==> config.mk <==
export PLATFORM = sky130hd
export DESIGN_NAME = evr_link_monitor
export DESIGN_NICKNAME = d
export VERILOG_FILES = /design/src/hdl/evr_link_pkg.sv /design/src/hdl/align_timer.sv /design/src/hdl/evr_link_monitor.sv /design/src/hdl/link_reset_fsm.sv /design/src/hdl/rx_symbol_path.sv
export VERILOG_INCLUDE_DIRS = /design/src /design/src/hdl
export SDC_FILE = /design/constraint.sdc
export NUM_CORES = 1
export LEC_CHECK = 0
export BUFFER_PORTS_ARGS = -buffer_cell sky130_fd_sc_hd__buf_2
export CORE_MARGIN = 1.5
export CORE_UTILIZATION = 49
export DETAILED_ROUTE_END_ITERATION = 8
export GPL_ROUTABILITY_DRIVEN = 0
export GPL_TIMING_DRIVEN = 0
export PLACE_DENSITY = 0.76
export SYNTH_ARGS = -nofsm -noshare
export SYNTH_HDL_FRONTEND = slang
export SYNTH_HIERARCHICAL = 1
export SYNTH_SLANG_ARGS = --single-unit
==> constraint.sdc <==
create_clock -name clk -period 1.8 [get_ports clk]
set_input_delay 0.18 -clock clk [delete_from_list [all_inputs] [get_ports clk]]
set_output_delay 0.18 -clock clk [all_outputs]
set_load 0.02 [all_outputs]
==> src/hdl/evr_link_config.svh <==
// event receiver link settings
`ifndef EVR_LINK_CONFIG_SVH
`define EVR_LINK_CONFIG_SVH

// alignment
`define EVR_COMMAS_NEEDED   60      // low-byte commas needed in CHECK before READY
`define EVR_COMMA_CHAR      8'hBC   // K28.5
`define EVR_COMMA_CNT_W     8       // comma counter, holds up to 255

// check timeout, in clk cycles
// short enough for simulation, hardware at 125 MHz would use about 1 ms
`define EVR_CHECK_TIMEOUT   1000
`define EVR_TIMEOUT_W       18      // room for the long hardware timeout

// reset pulse statistics
`define EVR_RESET_CNT_W     32

`endif

==> src/hdl/evr_link_pkg.sv <==
// event receiver link types
`default_nettype none

package evr_link_pkg;

    // ----------------------------------------------------------
    // link supervisor states
    // ----------------------------------------------------------
    typedef enum logic [1:0] {
        READY = 2'd0,   // aligned, data passes
        RESET = 2'd1,   // waiting for transceiver reset done
        CHECK = 2'd2    // counting commas
    } link_state_e;

    // ----------------------------------------------------------
    // symbol stream
    // ----------------------------------------------------------
    // decoded transceiver output, two bytes per cycle
    typedef struct packed {
        logic [15:0] data;          // byte 1 high, byte 0 low
        logic [1:0]  charisk;       // K flag per byte
        logic [1:0]  disperr;       // running disparity error per byte
        logic [1:0]  notintable;    // invalid 10b code per byte
    } rx_symbol_t;

    // word handed to the event decoder
    typedef struct packed {
        logic [15:0] data;
        logic [1:0]  charisk;
    } rx_word_t;

    // registered detector results
    typedef struct packed {
        logic comma_seen;   // K28.5 in the low byte
        logic error_seen;   // any decode error on either byte
    } symbol_flags_t;

    // counter limits reached, timer to fsm
    typedef struct packed {
        logic commas_done;
        logic timed_out;
    } align_status_t;

endpackage

`default_nettype wire

==> src/hdl/align_timer.sv <==
// comma counter and check timeout
`default_nettype none
`timescale 1ns/1ps
`include "evr_link_config.svh"

module align_timer
    import evr_link_pkg::*;
(
    input  logic          clk,
    input  logic          rst,
    input  link_state_e   state,    // current fsm state
    input  symbol_flags_t flags,    // registered detector results
    output align_status_t align     // limits reached
);

    // limits sized to their counters
    localparam logic [`EVR_COMMA_CNT_W-1:0] comma_limit   = `EVR_COMMAS_NEEDED;
    localparam logic [`EVR_TIMEOUT_W-1:0]   timeout_limit = `EVR_CHECK_TIMEOUT;
    localparam logic [`EVR_COMMA_CNT_W-1:0] comma_step    = 1;
    localparam logic [`EVR_TIMEOUT_W-1:0]   timeout_step  = 1;

    logic [`EVR_COMMA_CNT_W-1:0] comma_cnt;    // low-byte commas seen in CHECK
    logic [`EVR_TIMEOUT_W-1:0]   timeout_cnt;  // cycles spent in CHECK

    // ----------------------------------------------------------
    // limit compares
    // ----------------------------------------------------------
    always_comb begin
        align             = '0;
        align.commas_done = (comma_cnt == comma_limit);
        align.timed_out   = (timeout_cnt == timeout_limit);
    end

    // ----------------------------------------------------------
    // counters, steered by state
    // ----------------------------------------------------------
    always_ff @(posedge clk) begin
        if (rst) begin
            comma_cnt   <= '0;
            timeout_cnt <= '0;
        end else begin
            case (state)
                RESET: begin
                    // fresh start after every transceiver reset
                    comma_cnt   <= '0;
                    timeout_cnt <= '0;
                end
                CHECK: begin
                    if (flags.comma_seen && !align.commas_done) begin
                        comma_cnt <= comma_cnt + comma_step;   // saturates at limit
                    end
                    if (!align.timed_out) begin
                        timeout_cnt <= timeout_cnt + timeout_step;
                    end
                end
                default: begin
                    // READY: comma count holds
                    timeout_cnt <= '0;
                end
            endcase
        end
    end

endmodule

`default_nettype wire

==> src/hdl/evr_link_monitor.sv <==
// event receiver link monitor
`default_nettype none
`timescale 1ns/1ps
`include "evr_link_config.svh"

module evr_link_monitor
    import evr_link_pkg::*;
(
    input  logic                        clk,
    input  logic                        rst,

    // decoded stream and status from the transceiver
    input  rx_symbol_t                  rx_sym,
    input  logic                        reset_done,

    // control bus
    input  logic                        soft_reset,

    // to the event decoder
    output rx_word_t                    rx_out,
    output logic                        ready,

    // back to the transceiver and status
    output logic                        gt_reset,
    output logic [`EVR_RESET_CNT_W-1:0] reset_cnt
);

    // ----------------------------------------------------------
    // internal links
    // ----------------------------------------------------------
    symbol_flags_t flags;   // detector to fsm and timer
    link_state_e   state;   // fsm to timer
    align_status_t align;   // timer to fsm

    // comma and error detection, gated output word
    rx_symbol_path rx_symbol_path_i (
        .clk    (clk),
        .rst    (rst),
        .rx_sym (rx_sym),
        .ready  (ready),
        .flags  (flags),
        .rx_out (rx_out)
    );

    // comma count and check timeout
    align_timer align_timer_i (
        .clk   (clk),
        .rst   (rst),
        .state (state),
        .flags (flags),
        .align (align)
    );

    // state machine, reset pulse and pulse count
    link_reset_fsm link_reset_fsm_i (
        .clk        (clk),
        .rst        (rst),
        .flags      (flags),
        .align      (align),
        .reset_done (reset_done),
        .soft_reset (soft_reset),
        .state      (state),
        .ready      (ready),
        .gt_reset   (gt_reset),
        .reset_cnt  (reset_cnt)
    );

endmodule

`default_nettype wire

==> src/hdl/link_reset_fsm.sv <==
// link supervisor state machine
`default_nettype none
`timescale 1ns/1ps
`include "evr_link_config.svh"

module link_reset_fsm
    import evr_link_pkg::*;
(
    input  logic                        clk,
    input  logic                        rst,
    input  symbol_flags_t               flags,      // registered comma and error
    input  align_status_t               align,      // counter limits from the timer
    input  logic                        reset_done, // level from the transceiver
    input  logic                        soft_reset, // level from the control bus
    output link_state_e                 state,
    output logic                        ready,      // aligned, one cycle behind state
    output logic                        gt_reset,   // reset request to the transceiver
    output logic [`EVR_RESET_CNT_W-1:0] reset_cnt   // number of fsm reset pulses
);

    localparam logic [`EVR_RESET_CNT_W-1:0] cnt_step = 1;

    link_state_e next_state;
    logic        reset_flag;    // state was RESET last cycle
    logic        reset_flag_d;  // one more cycle back
    logic        reset_pulse;   // rising edge of reset_flag

    // ----------------------------------------------------------
    // state register
    // ----------------------------------------------------------
    always_ff @(posedge clk) begin
        if (rst) begin
            state <= CHECK;   // start by looking for commas
        end else begin
            state <= next_state;
        end
    end

    // ----------------------------------------------------------
    // next state
    // ----------------------------------------------------------
    always_comb begin
        next_state = state;
        case (state)
            READY: begin
                if (flags.error_seen) begin
                    next_state = RESET;   // any decode error drops the link
                end
            end
            RESET: begin
                if (reset_done) begin
                    next_state = CHECK;
                end
            end
            CHECK: begin
                // enough commas wins over the timeout in the same cycle
                if (align.commas_done && reset_done) begin
                    next_state = READY;
                end else if (align.timed_out) begin
                    next_state = RESET;
                end
            end
            default: begin
                next_state = RESET;   // unused encoding, recover through reset
            end
        endcase
    end

    // ----------------------------------------------------------
    // outputs
    // ----------------------------------------------------------
    always_ff @(posedge clk) begin
        if (rst) begin
            ready        <= 1'b0;
            reset_flag   <= 1'b0;
            reset_flag_d <= 1'b0;
            reset_cnt    <= '0;
        end else begin
            ready        <= (state == READY);
            reset_flag   <= (state == RESET);
            reset_flag_d <= reset_flag;
            if (reset_pulse) begin
                reset_cnt <= reset_cnt + cnt_step;   // shows up the cycle after the pulse
            end
        end
    end

    // single cycle strobe per entry into RESET
    assign reset_pulse = reset_flag && !reset_flag_d;

    // soft reset goes straight to the transceiver
    // it is not counted and leaves the state alone
    assign gt_reset = reset_pulse || soft_reset;

endmodule

`default_nettype wire

==> src/hdl/rx_symbol_path.sv <==
// symbol detector and output word
`default_nettype none
`timescale 1ns/1ps
`include "evr_link_config.svh"

module rx_symbol_path
    import evr_link_pkg::*;
(
    input  logic          clk,
    input  logic          rst,
    input  rx_symbol_t    rx_sym,   // one decoded symbol per cycle
    input  logic          ready,    // registered aligned level from the fsm
    output symbol_flags_t flags,    // detector results, one cycle late
    output rx_word_t      rx_out    // data zeroed while not aligned
);

    // ----------------------------------------------------------
    // detection
    // ----------------------------------------------------------
    logic          comma_lo;    // K28.5 in byte 0
    logic          decode_err;  // decoder complaint on any byte
    symbol_flags_t flags_next;

    // alignment comma only counts in the low byte
    // commas in the high byte are legal protocol codes on the data bus
    assign comma_lo = rx_sym.charisk[0] && (rx_sym.data[7:0] == `EVR_COMMA_CHAR);

    // not-in-table or disparity, either byte
    assign decode_err = (rx_sym.notintable != 2'b00) || (rx_sym.disperr != 2'b00);

    always_comb begin
        flags_next            = '0;
        flags_next.comma_seen = comma_lo;
        flags_next.error_seen = decode_err;
    end

    always_ff @(posedge clk) begin
        if (rst) begin
            flags <= '0;
        end else begin
            flags <= flags_next;   // aligned with rx_out timing
        end
    end

    // ----------------------------------------------------------
    // output word
    // ----------------------------------------------------------
    always_ff @(posedge clk) begin
        if (rst) begin
            rx_out <= '0;
        end else begin
            // event codes only pass while the link is up
            rx_out.data    <= ready ? rx_sym.data : 16'h0000;
            rx_out.charisk <= rx_sym.charisk;   // k flags pass regardless
        end
    end

endmodule

`default_nettype wire

Word level (Yosys, flattened, before mapping)

Index checks and enable logic that the tools add are counted.

Add/subtract/negate cells: 3
Eq/ne operators: 9
Multiplexer cells: 7
Bitwise logic cells: 2
Reduce and logical (&&, ||, !) cells: 16

Operator list:

| cell                                                                    | number |
|---|---|
| 32-bit by 1-bit adder with 32-bit output, second input constant         | 1 |
| 18-bit by 1-bit adder with 18-bit output, second input constant         | 1 |
| 18-bit by 10-bit == test with 1-bit output, second input constant       | 1 |
| 8-bit one-hot mux with 2 select lines                                   | 1 |
| 8-bit by 1-bit adder with 8-bit output, second input constant           | 1 |
| 8-bit by 6-bit == test with 1-bit output, second input constant         | 1 |
| 8-bit == test, second input constant                                    | 1 |
| 2-bit two-way mux                                                       | 4 |
| 8-bit two-way mux                                                       | 1 |
| 2-bit one-hot mux with 3 select lines                                   | 1 |
| 2-bit nonzero test                                                      | 3 |
| 1-bit logical AND                                                       | 4 |
| 2-bit inequality test, second input constant                            | 2 |
| 2-bit OR reduction                                                      | 2 |
| 3-bit by 2-bit inequality test with 1-bit output, second input constant | 1 |
| 3-bit AND reduction                                                     | 1 |
| 2-bit by 1-bit == test with 1-bit output, second input constant         | 1 |
| 2-bit == test, second input constant                                    | 1 |
| 1-bit logical NOT                                                       | 2 |
| 2-bit logical NOT                                                       | 1 |
| 1-bit logical OR                                                        | 2 |
| 2-bit by 1-bit inequality test with 1-bit output, second input constant | 1 |
| 1-bit NOT                                                               | 2 |
| 2-bit AND reduction                                                     | 1 |

Flip-flop bits (word level): 83
Input port bits: 26
Output and inout port bits: 52
Logic and storage cells: 48

Logic depth before layout (Yosys ltp)

Depth in word-level cells: 5
Gate-level depth with buffers: 7

By module

Netlist, hierarchy kept.

By module, submodules not included:

| module         | instances | cells each | area an instance (µm²) | sequential area each (µm²) |
|---|---|---|---|---|
| link_reset_fsm | 1         | 184        | 1649.1                 | 740.7 |
| align_timer    | 1         | 161        | 1373.8                 | 520.5 |
| rx_symbol_path | 1         | 45         | 579.3                  | 400.4 |

Least setup slack after synthesis

Ideal clock, no wire load.

Kind: register to register
Start point: register align_timer_i.timeout_cnt[0]
End point: register link_reset_fsm_i.state[1]
Setup time: 122 ps
Data arrival time: 1723 ps
Path slack: -45 ps
Cell stages (with the launch flop): 7
Path buffers: 0
Path through: dfxtp_1 -> inv_1 -> ha_1 -> or4b_2 -> nor3_1 -> nor2_1 -> a311o_1

RTL lines:

| what                   | line                 | text |
|---|---|---|
| from (decl)            | align_timer.sv:23    | `` logic [`EVR_TIMEOUT_W-1:0] timeout_cnt; `` |
| from (signal assigned) | align_timer.sv:53    | `timeout_cnt <= timeout_cnt + timeout_step;` |
| to (signal assigned)   | link_reset_fsm.sv:35 | `state <= next_state;` |
| to (decl)              | link_reset_fsm.sv:15 | `output link_state_e state,` |

Worst setup path after layout

Start point: register align_timer_i.timeout_cnt[1]
End point: register align_timer_i.timeout_cnt[0]

Cells in the longest elaborated chain, start to end: 1

Ends and longest elaborated chain:

| what                                       | line              | text |
|---|---|---|
| 18-bit by 10-bit == test with 1-bit output | align_timer.sv:31 | `align.timed_out = (timeout_cnt == timeout_limit);` |

No other way between the ends.
A chain may end at the register's enable or synchronous reset.

==> results.yml <==
logic_synthesis:
  synth-edff-count: 0
  syn-num-nets: 421
  yosys.area_share.simple: 0.336
  synthXorXnorAreaFrac: 0.0997
  yosysTopAreaCellShare: 0.461
  synthDistinctLibCells: 53
  synthAdderAreaFrac: 0.0174
  synth.area.mux_share: 0.00834
  ys.flop_type: "dfxtp_1"
  yosysTopAreaCell: "dfxtp_1"
  yosys_warnings: 6
  synthCells: 390
  syn_area_sq_um: 3600
  synth-compound-area-share: 0.0434
  ys_top_cells_by_area: "dfxtp_1 (46%), xor2_1 (5.6%), nor2_1 (5.2%)"
  synth_top_family_by_area: "simple AND/OR/NAND/NOR gates"
  syn_avg_cell_area_sq_um: 9.24
  synth_async_sr_flop_share: 0
  ys_ff_latch: 83
  synth_sequential_area_ratio: 0.461
finish:
  finalNetCount: 512
  final_cells: 585
  syn2layout_area_growth_pct: 21.8
  design_area_sq_um: 4390
  diodes: 0
  drive_gt1_frac: 0.276
critical_path:
  path_class: "register to register"
  timing.rr.start: "align_timer_i/timeout_cnt[1]"
  critPathCaptureType: "register"
  ff2ff_setup_slack_ns: 0.05
  crit_required_ns: 2.06
  cp.arrival_ns: 2.01
  critPathLaunchType: "register"
  worstRegToRegCells: 6
  rr_endpoint: "align_timer_i/timeout_cnt[0]"
  cp_max_fo: 4
placed_design:
  io_buffers: 77
  post_dp_cell_area_sq_um: 4120
  hpwlAfterDp_mm: 5.45
  dp.cells: 566
global_routing:
  grt_pass1_vias: 2700
  grt_max_degree: 15
  grt_pass1_wl_mm: 12.1
  grt_use_total: 0.195
  antenna_found_initial: 0
  gr-total-overflow: 0
drt:
  postRouteAntennaNets: 0
  firstDrtPassIters: 4
  drt_wl_total_mm: 7.50
  first_iter_violations: 143
  viasPerCell: 5.29
  num_vias: 3095
  route.detailed.drc: 0
  wl_per_cell_um: 12.8
die:
  coreArea_sq_um: 7180
  start_util: 0.502
  pin_count: 78
  fp.dieArea_sq_um: 7870
  die_w_um: 88.7
  die_h_um: 88.7
  num_rows: 31
sta:
  rsz0062_at_grt: "yes"
  slew_violations: 0
  skew_ns: 0.0121
  finalSetupViolCount: 0
  fmax_ghz: 0.573
  slew_headroom: 0.659
  worstMarginPinSlew_ns: 0.509
  timing.final.crit_share: 0.970
  period_needed_ns: 1.75
  finalHoldViolations: 0
pwr:
  pwr-share-comb: 0.038
  ir_worst_vdd_v: 0.000427
  sw_frac_of_total: 0.222
  switching_power_uw: 737
  internal_power_uw: 2590
  cellPowerDensity_nw_per_um2: 758
  p_leak_uw: 0.00180
  clkPwrFrac: 0.405
  pwr-share-seq: 0.557
clock_network:
  clkTransAtPathRegs_ns: 0.09
  htreeDepth: 3
  holdBufCountCts: 0
  cts_tree: "yes"
  clk_latency_ns: 0.35
  cts-root-buf: "clkbuf_8"
  cts.sinks: 83
  cts_buffer_depth: 2
  numCtsBuffers: 9
worst_hold_path:
  hp-start: "rx_sym[18]"
  hold_depth: 2
  hold_end: "rx_symbol_path_i/rx_out[14]"
  hold_path.class: "input port to register"
outcome:
  run_status: "finished, final reports clean"
run:
  max-cap-violations: 0
-- flip-flops by register name (all words and copies together) (netlist names) --
| signal | cells |
|---|---|
| link_reset_fsm_i/reset_cnt | 32 |
| align_timer_i/timeout_cnt | 18 |
| rx_symbol_path_i/rx_out | 18 |
| align_timer_i/comma_cnt | 8 |
| link_reset_fsm_i/state | 2 |
| rx_symbol_path_i/flags | 2 |
| link_reset_fsm_i/ready | 1 |
| link_reset_fsm_i/reset_flag | 1 |
| link_reset_fsm_i/reset_flag_d | 1 |
-- worst max path at each step --
| stage | start | end | slack [ns] | cells past startpoint |
|---|---|---|---|---|
| 2_1_floorplan | link_reset_fsm_i/reset_cnt[4] | link_reset_fsm_i/reset_cnt[31] | 0.08 | 6 |
| 3_3_place_gp | link_reset_fsm_i/reset_flag | link_reset_fsm_i/reset_cnt[29] | 0.03 | 6 |
| 3_5_place_dp | align_timer_i/timeout_cnt[0] | link_reset_fsm_i/state[1] | 0.01 | 6 |
| 4_1_cts | link_reset_fsm_i/reset_flag | link_reset_fsm_i/reset_cnt[27] | 0.01 | 6 |
| 5_1_grt | link_reset_fsm_i/reset_cnt[13] | link_reset_fsm_i/reset_cnt[26] | -0.07 | 5 |
| 6_report | align_timer_i/timeout_cnt[1] | align_timer_i/timeout_cnt[0] | 0.05 | 6 |
-- synthesized netlist by cell type (2+ instances only) --
master and number:
a21oi_1 7, a31oi_1 6, and2_1 17, and2_2 2, and2_4 2, and3_1 7
and4_1 8, and4_4 2, buf_1 2, buf_2 2, buf_6 4, clkbuf_1 6
dfxtp_1 83, ha_1 5, inv_1 8, mux2i_1 3, nand2_1 25, nand3_1 26
nand3b_1 3, nand4_1 16, nand4_2 2, nor2_1 50, nor2b_1 6, nor3_1 10
nor4_1 10, o21ai_0 6, or2_2 2, or3_1 6, xnor2_1 18, xor2_1 23
-- cells in the final DEF, fill, tap and decap left out, drive strengths merged, types with 11 or more instances in the layout --
master  Yosys  routed
and2       21      21
buf         8      89
clkbuf      7      17
dfxtp      83      83
nand2      25      25
nand3      28      28
nand4      18      18
nor2       50      50
nor3       11      11
nor4       11      11
xnor2      18      18
xor2       23      23
-- metal layers --
metal | track usage | routed length (um)
met5 | 0 | 0
met3 | 0.0569 | 306
met4 | 0.0540 | 82
met2 | 0.341 | 3770
met1 | 0.233 | 3330
-- metrics by stage --
step	util	setup WS [ns]	TNS (ns)	hold slack, ns	power [uW]
5_1_grt	0.612	-0.0705	-0.231	0.00241	3460
6_report	0.612	0.0541	0	0.0214	3320
2_1_floorplan	-	0.0787	0	0.252	1960
4_1_cts	0.603	0.0147	0	0.00717	3350
3_5_place_dp	0.574	0.0101	0	0.381	2010
3_3_place_gp	0.574	0.0313	0	0.380	2000
-- power groups by stage --
stage          registers [uW]  clock network (uW)  logic, uW
5_1_grt                  1850                1470        140
6_report                 1850                1340        127
3_5_place_dp             1900                   0        110
2_1_floorplan            1900                   0       57.0
4_1_cts                  1860                1380        111
3_3_place_gp             1900                   0        105
-- worst max-delay path, cell delays in order, from the launching register on --
cell and delay, ns:
dfxtp_4 0.35, inv_1 0.06, ha_2 0.17, or4b_4 0.49, buf_4 0.16, nor3_4 0.22, mux2i_1 0.22
-- timing repair --
| action | CTS | global route |
|---|---|---|
| setup endpoints to repair | 1 | 18 |
| setup buffers | 0 | 4 |
| resized for setup | 2 | 12 |
| pin swaps | 0 | 2 |
-- layout make-up --
type,count,area [sq um]
fillers,619,2790
multi-input cells,284,1860
flip-flops and latches,83,1670
repair buffers,81,415
clock buffers,11,141
well taps,99,124
plain buffers,14,88.8
clock inverters,5,60.1
inverters,8,30.0
-- kinds of logic (layout without fill, tap and decap cells) --
group,count (synthesis),after routing
and+or+nand+nor,210,210
DFF,83,83
xor gates and xnor gates,41,41
AOI/OAI and AO/OA,25,25
buffers and inverters,23,119
adders and majority gates,5,5
muxes,3,3
Power figures use the tool's default switching activity.
